### src/common/rv_defines.svh
// ##########################################################
// rv32i constants for the operand stage
// data width, register count and major opcodes
// ##########################################################
`ifndef RV_DEFINES_SVH
`define RV_DEFINES_SVH

// integer data path width
`define RV_XLEN 32

// architectural registers, x0 included
`define RV_NREGS 32

// major opcodes, bits [6:0] of the instruction
`define RV_OP_REG   7'b0110011
`define RV_OP_IMM   7'b0010011
`define RV_OP_LOAD  7'b0000011
`define RV_OP_STORE 7'b0100011
`define RV_OP_LUI   7'b0110111

`endif
### src/common/rv_pkg.sv
// ##########################################################
// rv32i shared types for the operand stage
// register index and the two views of an instruction word
// ##########################################################
`default_nettype none

package rv_pkg;

	// architectural register index, x0..x31
	typedef logic [4:0] reg_idx_t;

	// one 32-bit instruction word decoded in two ways
	typedef union packed {
		// register-register form
		struct packed {
			logic [6:0] funct7;
			reg_idx_t   rs2;
			reg_idx_t   rs1;
			logic [2:0] funct3;
			reg_idx_t   rd;
			logic [6:0] opcode;
		} r;
		// immediate shape, S stores keep imm[4:0] in the rd slot
		struct packed {
			logic [11:0] imm;
			reg_idx_t    rs1;
			logic [2:0]  funct3;
			reg_idx_t    rd;
			logic [6:0]  opcode;
		} i;
	} instr_u;

endpackage

`default_nettype wire

### src/hw/operand/operand_top.sv
// ##########################################################
// operand stage of the rv32i pipeline
// decode, register read, hazard resolution and issue
// ##########################################################
`timescale 1ns/1ps
`default_nettype none
`include "rv_defines.svh"

module operand_top (
	input  wire logic                clock,
	input  wire logic                reset,
	input  wire logic                instr_valid_i,
	input  wire logic [`RV_XLEN-1:0] instr_i,
	input  wire logic                exu_ready_i,
	input  wire logic                exu_wd_i,
	input  wire logic                exu_load_i,
	input  wire rv_pkg::reg_idx_t    exu_rd_i,
	input  wire logic [`RV_XLEN-1:0] exu_wdata_i,
	input  wire logic                lsu_ready_i,
	input  wire logic                lsu_wd_i,
	input  wire logic                lsu_load_i,
	input  wire logic                lsu_valid_i,
	input  wire rv_pkg::reg_idx_t    lsu_rd_i,
	input  wire logic [`RV_XLEN-1:0] lsu_wdata_i,
	input  wire logic                wb_we_i,
	input  wire rv_pkg::reg_idx_t    wb_rd_i,
	input  wire logic [`RV_XLEN-1:0] wb_data_i,
	output logic                     issue_o,
	output logic [`RV_XLEN-1:0]      op_a_o,
	output logic [`RV_XLEN-1:0]      op_b_o,
	output rv_pkg::reg_idx_t         rd_o,
	output logic                     rd_we_o,
	output logic                     stall_o
);

	logic pend;
	logic issue_go;
	logic ren1, ren2, wd;
	rv_pkg::reg_idx_t rs1, rs2, dec_rd;
	logic [`RV_XLEN-1:0] rdata_a, rdata_b;
	logic fwd_a, fwd_b;
	logic [`RV_XLEN-1:0] bypass_a, bypass_b;

	// issue event seen by decode, same condition as in operand_issue
	assign issue_go = pend & ~stall_o;

	reg_decode u_decode (
		.clock(clock), .reset(reset),
		.instr_valid_i(instr_valid_i), .instr_i(instr_i), .issue_i(issue_go),
		.pend_o(pend), .rs1_o(rs1), .rs2_o(rs2), .ren1_o(ren1), .ren2_o(ren2),
		.rd_o(dec_rd), .wd_o(wd)
	);

	reg_file u_regs (
		.clock(clock), .reset(reset),
		.we_i(wb_we_i), .waddr_i(wb_rd_i), .wdata_i(wb_data_i),
		.raddr_a_i(rs1), .raddr_b_i(rs2),
		.rdata_a_o(rdata_a), .rdata_b_o(rdata_b)
	);

	hazard_unit u_hazard (
		.clock(clock), .reset(reset),
		.pend_i(pend), .ren1_i(ren1), .ren2_i(ren2), .rs1_i(rs1), .rs2_i(rs2),
		.exu_ready_i(exu_ready_i), .exu_wd_i(exu_wd_i), .exu_load_i(exu_load_i),
		.exu_rd_i(exu_rd_i), .exu_wdata_i(exu_wdata_i),
		.lsu_ready_i(lsu_ready_i), .lsu_wd_i(lsu_wd_i), .lsu_load_i(lsu_load_i),
		.lsu_valid_i(lsu_valid_i), .lsu_rd_i(lsu_rd_i), .lsu_wdata_i(lsu_wdata_i),
		.fwd_a_o(fwd_a), .fwd_b_o(fwd_b), .bypass_a_o(bypass_a), .bypass_b_o(bypass_b),
		.stall_o(stall_o)
	);

	operand_issue u_issue (
		.clock(clock), .reset(reset),
		.pend_i(pend), .stall_i(stall_o),
		.fwd_a_i(fwd_a), .fwd_b_i(fwd_b), .bypass_a_i(bypass_a), .bypass_b_i(bypass_b),
		.rdata_a_i(rdata_a), .rdata_b_i(rdata_b), .rd_i(dec_rd), .wd_i(wd),
		.issue_o(issue_o), .op_a_o(op_a_o), .op_b_o(op_b_o), .rd_o(rd_o), .rd_we_o(rd_we_o)
	);

endmodule

`default_nettype wire

### src/hw/operand/operand_issue.sv
// ##########################################################
// operand issue register
// picks bypass or register data and launches to execute
// ##########################################################
`timescale 1ns/1ps
`default_nettype none
`include "rv_defines.svh"

module operand_issue (
	input  wire logic                clock,
	input  wire logic                reset,
	input  wire logic                pend_i,
	input  wire logic                stall_i,
	input  wire logic                fwd_a_i,
	input  wire logic                fwd_b_i,
	input  wire logic [`RV_XLEN-1:0] bypass_a_i,
	input  wire logic [`RV_XLEN-1:0] bypass_b_i,
	input  wire logic [`RV_XLEN-1:0] rdata_a_i,
	input  wire logic [`RV_XLEN-1:0] rdata_b_i,
	input  wire rv_pkg::reg_idx_t    rd_i,
	input  wire logic                wd_i,
	output logic                     issue_o,
	output logic [`RV_XLEN-1:0]      op_a_o,
	output logic [`RV_XLEN-1:0]      op_b_o,
	output rv_pkg::reg_idx_t         rd_o,
	output logic                     rd_we_o
);

	logic issue_ev;
	logic [`RV_XLEN-1:0] op_a_d, op_b_d;

	assign issue_ev = pend_i & ~stall_i;
	assign op_a_d   = fwd_a_i ? bypass_a_i : rdata_a_i;
	assign op_b_d   = fwd_b_i ? bypass_b_i : rdata_b_i;

	// one-cycle strobe after the issuing edge
	always_ff @(posedge clock) begin
		if (reset) begin
			issue_o <= 1'b0;
			rd_we_o <= 1'b0;
		end else begin
			issue_o <= issue_ev;
			if (issue_ev) begin
				rd_we_o <= wd_i;
			end
		end
	end

	// operands stay put until the next issue
	always_ff @(posedge clock) begin
		if (issue_ev) begin
			op_a_o <= op_a_d;
			op_b_o <= op_b_d;
			rd_o   <= rd_i;
		end
	end

endmodule

`default_nettype wire

### src/hw/operand/hazard_unit.sv
// ##########################################################
// read-after-write hazard unit
// per-operand forwarding from EXU and LSU, load stall
// with wait state and captured load return data
// ##########################################################
`timescale 1ns/1ps
`default_nettype none
`include "rv_defines.svh"

module hazard_unit (
	input  wire logic                clock,
	input  wire logic                reset,
	input  wire logic                pend_i,
	input  wire logic                ren1_i,
	input  wire logic                ren2_i,
	input  wire rv_pkg::reg_idx_t    rs1_i,
	input  wire rv_pkg::reg_idx_t    rs2_i,
	input  wire logic                exu_ready_i,
	input  wire logic                exu_wd_i,
	input  wire logic                exu_load_i,
	input  wire rv_pkg::reg_idx_t    exu_rd_i,
	input  wire logic [`RV_XLEN-1:0] exu_wdata_i,
	input  wire logic                lsu_ready_i,
	input  wire logic                lsu_wd_i,
	input  wire logic                lsu_load_i,
	input  wire logic                lsu_valid_i,
	input  wire rv_pkg::reg_idx_t    lsu_rd_i,
	input  wire logic [`RV_XLEN-1:0] lsu_wdata_i,
	output logic                     fwd_a_o,
	output logic                     fwd_b_o,
	output logic [`RV_XLEN-1:0]      bypass_a_o,
	output logic [`RV_XLEN-1:0]      bypass_b_o,
	output logic                     stall_o
);

	localparam logic ST_RUN      = 1'b0;
	localparam logic ST_WAIT_LSU = 1'b1;

	logic state_q, state_d;
	logic cap_vld_q;
	rv_pkg::reg_idx_t cap_rd_q;
	logic [`RV_XLEN-1:0] cap_data_q;
	logic rd_a, rd_b, run;
	logic exu_hit_a, exu_hit_b, lsu_hit_a, lsu_hit_b, cap_hit_a, cap_hit_b;
	logic exu_load_stall, lsu_wait_a, lsu_wait_b, lsu_load_wait;
	logic lsu_ok, cap_en, issue_ev;
	logic [`RV_XLEN:0] sel_a, sel_b;

	// source matches a live, nonzero producer destination
	function automatic logic src_hit(
		input logic             ren,
		input rv_pkg::reg_idx_t rs,
		input logic             busy,
		input logic             wd,
		input rv_pkg::reg_idx_t rd
	);
		src_hit = ren && (rs != '0) && (rs == rd) && wd && busy;
	endfunction

	// returns {use bypass, data}, newest producer first
	function automatic logic [`RV_XLEN:0] pick(
		input logic                use_exu,
		input logic                use_lsu,
		input logic                use_cap,
		input logic [`RV_XLEN-1:0] exu_d,
		input logic [`RV_XLEN-1:0] lsu_d,
		input logic [`RV_XLEN-1:0] cap_d
	);
		if (use_exu) begin
			pick = {1'b1, exu_d};
		end else if (use_lsu) begin
			pick = {1'b1, lsu_d};
		end else if (use_cap) begin
			pick = {1'b1, cap_d};
		end else begin
			pick = {1'b0, {`RV_XLEN{1'b0}}};
		end
	endfunction

	assign rd_a = pend_i & ren1_i;
	assign rd_b = pend_i & ren2_i;
	assign run  = (state_q == ST_RUN);

	assign exu_hit_a = src_hit(rd_a, rs1_i, ~exu_ready_i, exu_wd_i, exu_rd_i);
	assign exu_hit_b = src_hit(rd_b, rs2_i, ~exu_ready_i, exu_wd_i, exu_rd_i);
	assign lsu_hit_a = src_hit(rd_a, rs1_i, ~lsu_ready_i, lsu_wd_i, lsu_rd_i);
	assign lsu_hit_b = src_hit(rd_b, rs2_i, ~lsu_ready_i, lsu_wd_i, lsu_rd_i);
	assign cap_hit_a = src_hit(rd_a, rs1_i, cap_vld_q, 1'b1, cap_rd_q);
	assign cap_hit_b = src_hit(rd_b, rs2_i, cap_vld_q, 1'b1, cap_rd_q);

	// load still in EXU, nothing to forward yet
	assign exu_load_stall = (exu_hit_a | exu_hit_b) & exu_load_i;

	// load in LSU whose data has not come back and was not captured
	assign lsu_wait_a    = lsu_hit_a & lsu_load_i & ~lsu_valid_i & ~cap_hit_a;
	assign lsu_wait_b    = lsu_hit_b & lsu_load_i & ~lsu_valid_i & ~cap_hit_b;
	assign lsu_load_wait = lsu_wait_a | lsu_wait_b;

	assign stall_o  = ~run | exu_load_stall | lsu_load_wait;
	assign issue_ev = pend_i & ~stall_o;

	always_comb begin
		state_d = state_q;
		case (state_q)
			ST_RUN: begin
				// EXU load takes precedence, keep checking in RUN
				if (!exu_load_stall && lsu_load_wait) begin
					state_d = ST_WAIT_LSU;
				end
			end
			default: begin
				if (lsu_valid_i) begin
					state_d = ST_RUN;
				end
			end
		endcase
	end

	always_ff @(posedge clock) begin
		if (reset) begin
			state_q <= ST_RUN;
		end else begin
			state_q <= state_d;
		end
	end

	// grab returning load data the stage depends on
	assign cap_en = lsu_valid_i & (~run | lsu_hit_a | lsu_hit_b);

	always_ff @(posedge clock) begin
		if (reset) begin
			cap_vld_q <= 1'b0;
		end else if (issue_ev) begin
			cap_vld_q <= 1'b0;
		end else if (cap_en) begin
			cap_vld_q <= 1'b1;
		end
	end

	always_ff @(posedge clock) begin
		if (cap_en) begin
			cap_rd_q   <= lsu_rd_i;
			cap_data_q <= lsu_wdata_i;
		end
	end

	// LSU data usable directly for non-loads or a load returning now
	assign lsu_ok = ~lsu_load_i | (lsu_valid_i & run);

	assign sel_a = pick(exu_hit_a & ~exu_load_i, lsu_hit_a & lsu_ok, cap_hit_a & run,
		exu_wdata_i, lsu_wdata_i, cap_data_q);
	assign sel_b = pick(exu_hit_b & ~exu_load_i, lsu_hit_b & lsu_ok, cap_hit_b & run,
		exu_wdata_i, lsu_wdata_i, cap_data_q);

	assign fwd_a_o    = sel_a[`RV_XLEN];
	assign bypass_a_o = sel_a[`RV_XLEN-1:0];
	assign fwd_b_o    = sel_b[`RV_XLEN];
	assign bypass_b_o = sel_b[`RV_XLEN-1:0];

endmodule

`default_nettype wire

### src/hw/operand/reg_file.sv
// ##########################################################
// integer register file
// two read ports, one write port, x0 reads as zero
// ##########################################################
`timescale 1ns/1ps
`default_nettype none
`include "rv_defines.svh"

module reg_file (
	input  wire logic                clock,
	input  wire logic                reset,
	input  wire logic                we_i,
	input  wire rv_pkg::reg_idx_t    waddr_i,
	input  wire logic [`RV_XLEN-1:0] wdata_i,
	input  wire rv_pkg::reg_idx_t    raddr_a_i,
	input  wire rv_pkg::reg_idx_t    raddr_b_i,
	output logic [`RV_XLEN-1:0]      rdata_a_o,
	output logic [`RV_XLEN-1:0]      rdata_b_o
);

	// x1..x31, x0 has no storage
	logic [`RV_XLEN-1:0] regs [1:`RV_NREGS-1];

	always_ff @(posedge clock) begin
		if (reset) begin
			for (int i = 1; i < `RV_NREGS; i++) begin
				regs[i] <= '0;
			end
		end else if (we_i && (waddr_i != '0)) begin
			regs[waddr_i] <= wdata_i;
		end
	end

	// no write-through, a written value is visible after the edge
	always_comb begin
		if (raddr_a_i == '0) begin
			rdata_a_o = '0;
		end else begin
			rdata_a_o = regs[raddr_a_i];
		end
	end

	always_comb begin
		if (raddr_b_i == '0) begin
			rdata_b_o = '0;
		end else begin
			rdata_b_o = regs[raddr_b_i];
		end
	end

endmodule

`default_nettype wire

### src/hw/operand/reg_decode.sv
// ##########################################################
// pending instruction holder and register decode
// sources, read enables and destination by opcode
// ##########################################################
`timescale 1ns/1ps
`default_nettype none
`include "rv_defines.svh"

module reg_decode (
	input  wire logic                clock,
	input  wire logic                reset,
	input  wire logic                instr_valid_i,
	input  wire logic [`RV_XLEN-1:0] instr_i,
	input  wire logic                issue_i,
	output logic                     pend_o,
	output rv_pkg::reg_idx_t         rs1_o,
	output rv_pkg::reg_idx_t         rs2_o,
	output logic                     ren1_o,
	output logic                     ren2_o,
	output rv_pkg::reg_idx_t         rd_o,
	output logic                     wd_o
);

	rv_pkg::instr_u instr_q;
	logic pend_q;
	logic is_reg, is_imm, is_load, is_store, is_lui;

	// instruction word, only meaningful while pending
	always_ff @(posedge clock) begin
		if (instr_valid_i) begin
			instr_q <= instr_i;
		end
	end

	always_ff @(posedge clock) begin
		if (reset) begin
			pend_q <= 1'b0;
		end else if (instr_valid_i) begin
			pend_q <= 1'b1;
		end else if (issue_i) begin
			pend_q <= 1'b0;
		end
	end

	assign is_reg   = (instr_q.r.opcode == `RV_OP_REG);
	assign is_imm   = (instr_q.i.opcode == `RV_OP_IMM);
	assign is_load  = (instr_q.i.opcode == `RV_OP_LOAD);
	assign is_store = (instr_q.i.opcode == `RV_OP_STORE);
	assign is_lui   = (instr_q.i.opcode == `RV_OP_LUI);

	assign pend_o = pend_q;
	assign rs1_o  = instr_q.i.rs1;
	assign rs2_o  = instr_q.r.rs2;
	assign rd_o   = instr_q.i.rd;

	// rs2 exists only in R and S shapes, LUI has no rs1
	assign ren1_o = is_reg | is_imm | is_load | is_store;
	assign ren2_o = is_reg | is_store;
	// stores carry imm bits where rd would be
	assign wd_o   = (is_reg | is_imm | is_load | is_lui) & (instr_q.i.rd != '0);

endmodule

`default_nettype wire

### config.mk
export PLATFORM = sky130hd
export DESIGN_NAME = operand_top
export DESIGN_NICKNAME = d
export VERILOG_FILES = /design/src/common/rv_pkg.sv /design/src/hw/operand/operand_top.sv /design/src/hw/operand/operand_issue.sv /design/src/hw/operand/hazard_unit.sv /design/src/hw/operand/reg_file.sv /design/src/hw/operand/reg_decode.sv
export VERILOG_INCLUDE_DIRS = /design/src /design/src/common
export SDC_FILE = /design/constraint.sdc
export NUM_CORES = 2
export LEC_CHECK = 0
export ABC_AREA = 0
export BUFFER_PORTS_ARGS = -buffer_cell sky130_fd_sc_hd__buf_2
export CAP_MARGIN = 20
export CORE_AREA = 4 4 381 383
export CTS_CLUSTER_DIAMETER = 100
export DETAILED_ROUTE_END_ITERATION = 10
export DIE_AREA = 0 0 385 387
export PLACE_DENSITY_LB_ADDON = 0.05
export SLEW_MARGIN = 25
export SYNTH_ARGS = -nofsm -noshare
export SYNTH_HDL_FRONTEND = slang
export SYNTH_SLANG_ARGS = --single-unit
export TNS_END_PERCENT = 50
### constraint.sdc
create_clock -name clock -period 5.1 [get_ports clock]
set_input_delay 0.51 -clock clock [delete_from_list [all_inputs] [get_ports clock]]
set_output_delay 0.51 -clock clock [all_outputs]
set_load 0.05 [all_outputs]
Word level (Yosys, flattened, before mapping)
Memories as Yosys holds them, arrays and structs flattened. A register that Yosys moved wholly into a read port is not among the register bits.
Cells that the tools add are included.
{"block": "word_totals", "reg_bits": 136, "ramBits": 992, "word_cells": 118, "memories": 1}
{"memory": "u_regs.regs", "depth": 31, "word_bits": 32, "rd": 2, "rd_clocked_by_memory_dff": 2, "write_ports": 31, "line_no": "reg_file.sv:22", "rtl": "logic [`RV_XLEN-1:0] regs [1:`RV_NREGS-1];"}
{"block": "op_classes", "n_eq_ne": 11, "n_mux": 25, "bitwise_logic": 40, "reduce_logical": 30}
{"op": "$mux W33", "n": 6}
{"op": "$mux W32", "n": 5}
{"op": "$reduce_or A32 Y1", "n": 1}
{"op": "$eq A5 B5 Y1", "n": 6}
{"op": "$eq A7 B6 Y1 const B", "n": 3}
{"op": "$logic_and A1 B1 Y1", "n": 20}
{"op": "$reduce_bool A5 Y1", "n": 4}
{"op": "$and A1 B1 Y1", "n": 19}
{"op": "$mux W5", "n": 3}
{"op": "$or A1 B1 Y1", "n": 12}
{"op": "$mux W1", "n": 11}
{"op": "$logic_not A5 Y1", "n": 2}
{"op": "$not A1 Y1", "n": 9}
{"op": "$eq A7 B2 Y1 const B", "n": 1}
{"op": "$eq A7 B5 Y1 const B", "n": 1}
{"op": "$reduce_bool A2 Y1", "n": 1}
{"op": "$reduce_or A2 Y1", "n": 1}
{"op": "$logic_not A1 Y1", "n": 1}

Longest topological paths before layout
{"block": "depth", "ltp_word": 18, "ltp_mapped": 10, "depth_no_buf": 6}

By module
From an unflattened synthesis, not the netlist that was laid out.
{"block": "unflattened", "hier_cells": 4035, "area_unflattened_um2": 61438.9}
{"module": "reg_file", "n_inst": 1, "cells_per_inst": 3500, "area_each_um2": 54225.8, "seq_area_each_um2": 30749.5}
{"module": "operand_issue", "n_inst": 1, "cells_per_inst": 148, "area_each_um2": 3235.6, "seq_area_each_um2": 2112.0}
{"module": "hazard_unit", "n_inst": 1, "cells_per_inst": 336, "area_each_um2": 3108.0, "seq_area_each_um2": 1151.1}
{"module": "reg_decode", "n_inst": 1, "cells_per_inst": 50, "area_each_um2": 855.8, "seq_area_each_um2": 680.7}
{"module": "operand_top", "n_inst": 1, "cells_per_inst": 1, "area_each_um2": 13.8, "seq_area_each_um2": 0.0}

Worst setup path after synthesis
OpenSTA, ideal clock, no wires.
{"block": "synth_path", "kind": "register to register", "start": "register u_decode.instr_q[15] in the netlist's numbering", "end": "register u_issue.op_a_o[0], enable pin", "setup_ns": 0.487, "arrival_time_ns": 4.480, "required_time_ns": 4.613, "setup_slack_ns": 0.133, "path_stages_with_launch": 6, "cell_sequence": "edfxtp_1 > or4_4 > o211ai_4 > nor4_1 > a311o_1 > nor3_2"}
{"block": "synth_via", "elab_chain_cells": 12, "word_cells_on_any_way": 24, "classes_between": "eq/ne (3); bitwise (11); reduce/logical (10)"}
{"item": "start, declared", "line_no": "reg_decode.sv:24", "rtl": "rv_pkg::instr_u instr_q;"}
{"item": "start signal, assigned", "line_no": "reg_decode.sv:31", "rtl": "instr_q <= instr_i;"}
{"item": "$reduce_bool A5 Y1", "line_no": "hazard_unit.sv:57", "rtl": "src_hit = ren && (rs != '0) && (rs == rd) && wd && busy;"}
{"item": "$logic_and A1 B1 Y1 (4 in series)", "line_no": "hazard_unit.sv:57"}
{"item": "$and A1 B1 Y1 (3 in series)", "line_no": "hazard_unit.sv:95", "rtl": "assign lsu_wait_a = lsu_hit_a & lsu_load_i & ~lsu_valid_i & ~cap_hit_a;"}
{"item": "$or A1 B1 Y1", "line_no": "hazard_unit.sv:97", "rtl": "assign lsu_load_wait = lsu_wait_a | lsu_wait_b;"}
{"item": "$or A1 B1 Y1 (*)", "line_no": "hazard_unit.sv:99", "rtl": "assign stall_o = ~run | exu_load_stall | lsu_load_wait;"}
{"item": "$not A1 Y1 (*)"}
{"item": "$and A1 B1 Y1 (*)"}
{"item": "via issue_go", "line_no": "operand_top.sv:37", "rtl": "logic issue_go;"}
{"item": "end signal, assigned", "line_no": "operand_issue.sv:52", "rtl": "op_a_o <= op_a_d;"}
{"item": "end, declared", "line_no": "operand_issue.sv:23", "rtl": "output logic [`RV_XLEN-1:0] op_a_o,"}
Mark *: on every way through the listed nets, which the timed path passes. The rest lies on a longest branch.
A chain may end at the register's enable or synchronous reset.

Worst setup path in the final report
{"block": "layout_path", "start": "register u_decode.instr_q[20] in the netlist's numbering", "end": "output port stall_o"}
{"block": "layout_via", "elab_chain_cells": 10, "word_cells_on_any_way": 22, "classes_between": "eq/ne (3); bitwise (9); reduce/logical (10)"}
{"item": "$reduce_bool A5 Y1", "line_no": "hazard_unit.sv:57"}
{"item": "$logic_and A1 B1 Y1 (4 in series)", "line_no": "hazard_unit.sv:57"}
{"item": "$and A1 B1 Y1 (3 in series)", "line_no": "hazard_unit.sv:96", "rtl": "assign lsu_wait_b = lsu_hit_b & lsu_load_i & ~lsu_valid_i & ~cap_hit_b;"}
{"item": "$or A1 B1 Y1", "line_no": "hazard_unit.sv:97"}
{"item": "$or A1 B1 Y1 (*)", "line_no": "hazard_unit.sv:99"}
{"item": "end, declared", "line_no": "operand_top.sv:33", "rtl": "output logic stall_o"}
Mark *: on every way between the ends. The rest lies on a longest branch, timed or not.

==> results_dict.tcl <==
set metrics [dict create \
    synthesis.area_per_instance_um2 15.5 \
    drt.antenna.violating_nets 0 \
    insertion_delay_ns 0.76 \
    postRouteWirelength_mm 221 \
    io_pins 226 \
    synth_common_cells "edfxtp_1, and2_1, mux4_2" \
    place.gp.congestion 0.826 \
    footprint_of_the_multi_input_gates_um2 24500 \
    timing_hold_violations_final 0 \
    synth-main-ff-cell "edfxtp_1" \
    antenna_found_initial 39 \
    cts_max_level 4 \
    holdWs_ns 0.0683 \
    post_cts_resized 0 \
    drc_errors 0 \
    cts_tree "yes" \
    synthMuxAreaShare_pct 22.3 \
    crit_path_max_incr_delay_ns 0.62 \
    met3_length_mm 17.9 \
    detailed_routing_iteration_count_for_the_pre_antenna_repair_pass 8 \
    synth_seq_cells 1167 \
    yosysSeqAreaShare_pct 57.5 \
    timing.rr.end "u_issue.op_b_o[26]" \
    grt_pass1_vias 38500 \
    maxCapViolCount 0 \
    p_leak_nw 23.9 \
    synth.top_cell.area_share_pct 57.0 \
    top_layer "met4" \
    synth_fa_ha_area_share_pct 0 \
    synth.lib_cells_used.distinct 66 \
    post_synth_and_or_nand_nor_area_fraction_pct 13.3 \
    power.density_nw_per_um2 363 \
    min_delay_path_depth 3 \
    place_inst 5809 \
    fill_cells 11900 \
    async_reset_ff_share_pct 0 \
    portBuffers 215 \
    post_synth_instance_area_um2 60700 \
    unrepaired_setup_endpoints_after_global_routing "false" \
    die_width_um 385 \
    fin_total_pwr_mw 25.2 \
    met1Wirelength_mm 92.3 \
    syn-instance-count 3912 \
    critPathCaptureType "output pin" \
    hold-path-endpoint "u_issue.op_a_o[6]" \
    hpwl_dp_mm 134 \
    route.detailed.wl_per_inst_um 36.0 \
    launch_point_of_the_worst_hold_path "exu_wdata_i[6]" \
    ff2ff_setup_slack_ns 1.36 \
    synth_top_family_by_area "multiplexers" \
    synthToLayoutAreaGrowth_pct 14.4 \
    globalRoute.totalOverflow 0 \
    timing.setup.critical_path_class "flop to output pin" \
    worstPathCellList "or4_1 > nor2_4 > buf_4 > nor2_1 > a311o_1 > or2_1 > buf_2" \
    grt.total_usage_pct 29.5 \
    synth_enable_flop_cells 1152 \
    post_drt_via_cell_ratio 6.21 \
    yosysWarnings 0 \
    drive_gt1_share_pct 28.7 \
    critical_path.startpoint_type "flop" \
    number_of_buffers_added_by_the_clock_tree_synthesis_step 137 \
    synthTopCellsByArea "edfxtp_1, mux4_2, and2_1" \
    result_of_the_run "finished, final reports clean" \
    grt_first_pass_wirelength_mm 307 \
    worst-endpoint-arrival_ns 3.39 \
    initial_utilization_pct 42.9 \
    clock_sinks 1167 \
    post_synth_xor_area_fraction_pct 0.433 \
    cp_max_fo 36 \
    finalWorstPathRequiredPeriod_ns 3.90 \
    synth.most_common_cell "edfxtp_1" \
    clk_pin_slew_ns 0.06 \
    maximum_number_of_pins_on_one_net_before_global_route_repair 78 \
    worst_pin_slew_ns 1.12 \
    timing.critical_path.required_ns 4.59 \
    floorplan.core_area_um2 141000 \
    critPathTopFamily "simple AND/OR/NAND/NOR gates" \
    route.met2.wl_mm 104 \
    utilization_pct 49.1 \
    setup-tns-final_ns 0 \
    report.final.slew_viol_count 0 \
    yosysTopAreaCell "edfxtp_1" \
    fmax_mhz 257 \
    timing.max_slew.rel_slack_pct 24.9 \
    sequential_cell_area_um2 34900 \
    nets 4271 \
    drt_iter0_markers 4733 \
    core.rowCount 138 \
    slowest_stage "or4_1" \
    finalSetupViolCount 0 \
    fin_skew_ns 0.0161 \
    dieHeight_um 387 \
    worst-path-buf-inv 2 \
    synth_compound_area_share_pct 3.56 \
    fp.dieArea_um2 149000 \
    cts_buffer_depth 3 \
    num_vias 38100 \
    hold_crit_class "input port to flop" \
    cts-root-buf "clkbuf_16" \
    r2r.worst_path.cells 7 \
    post-route-period-util_pct 76.4 \
    finalNonFillerCells 6137 \
    worst_ir_drop_vdd_mv 0.310 \
]
[sequential cells by signal (all words and copies together) (netlist names), named ones only]
signal,count
u_regs.regs,1024
u_hazard.cap_data_q,32
u_issue.op_a_o,32
u_issue.op_b_o,32
u_decode.instr_q,22
u_hazard.cap_rd_q,5
u_issue.rd_o,5
u_decode.pend_o,1
u_hazard.cap_vld_q,1
u_hazard.state_q,1
u_issue.issue_o,1
u_issue.rd_we_o,1
[layer usage]
| layer | global-route usage, % | vias to the layer above |
|---|---|---|
| met3 | 5.97 | 343 |
| met5 | 0 | - |
| met4 | 9.15 | 0 |
| met1 | 41.5 | 20400 |
| li1 | - | 15700 |
| met2 | 46.3 | 1760 |
[report_power, final]
group | internal [mW] | switching (mW)
Clock | 5.72 | 4.06
Sequential | 11.1 | 0.379
Combinational | 1.62 | 2.33
[worst register-to-register path, cell delays in order, from the launching register on]
cell and delay [ns]:
dfxtp_4 0.59, buf_12 0.37, mux4_2 0.67, mux2i_1 0.32, o22ai_1 0.38, a21oi_1 0.63
nor4_1 0.16, a311o_1 0.37
[worst max-delay path by stage]
stage,startpoint,slack (ns),endpoint,depth (start not counted)
after floorplan,u_decode.instr_q[15],0.13,u_issue.op_a_o[0],5
after global placement,flop,1.40,u_issue.op_b_o[25],7
after detailed placement,flop,1.42,u_issue.op_b_o[25],7
after CTS,u_decode.instr_q[20],1.13,stall_o,7
after global routing,u_decode.instr_q[20],1.04,stall_o,7
final,u_decode.instr_q[20],1.20,stall_o,7
[timing repair]
| action | CTS | global route |
|---|---|---|
| buffers inserted | 0 | 0 |
| endpoints found under the hold margin | 68 | 0 |
| hold buffers | 59 | 0 |
[placed cells by master, fill, tap and decap left out, types with 33 or more instances in the layout]
cell type	instances
buf_4	134
or2_2	33
nor4_1	35
edfxtp_1	1152
mux4_2	545
nand2_1	98
buf_2	215
a311o_1	33
a21oi_1	41
nand3_1	50
mux2i_1	113
clkinv_1	37
clkbuf_16	145
o22ai_1	57
and2_1	993
dlygate4sd3_1	59
[kinds of logic after synthesis]
kind of cell              Yosys count
other                               1
and+or+nand+nor                  1344
xor gates and xnor gates           30
AOI/OAI and AO/OA                 292
muxes                             670
buffers and inverters             408
DFF                              1167
[final cells by class]
class	count	share of cell area, %
diodes	23	0.0829
clock buffers	172	5.37
clock inverters	74	0.939
inverters	6	0.0324
multi-input cells	2368	35.2
flip-flops and latches	1167	50.3
well taps	1890	3.40
repair buffers	437	4.69
[through the flow]
stage	worst slack (ns)	instance area, µm²
finish	1.20	69500
global route	1.04	69400
CTS	1.13	69400
detailed placement	1.42	64400
global placement	1.40	64400
floorplan	0.133	60800
(Power assumes the default switching activity.)
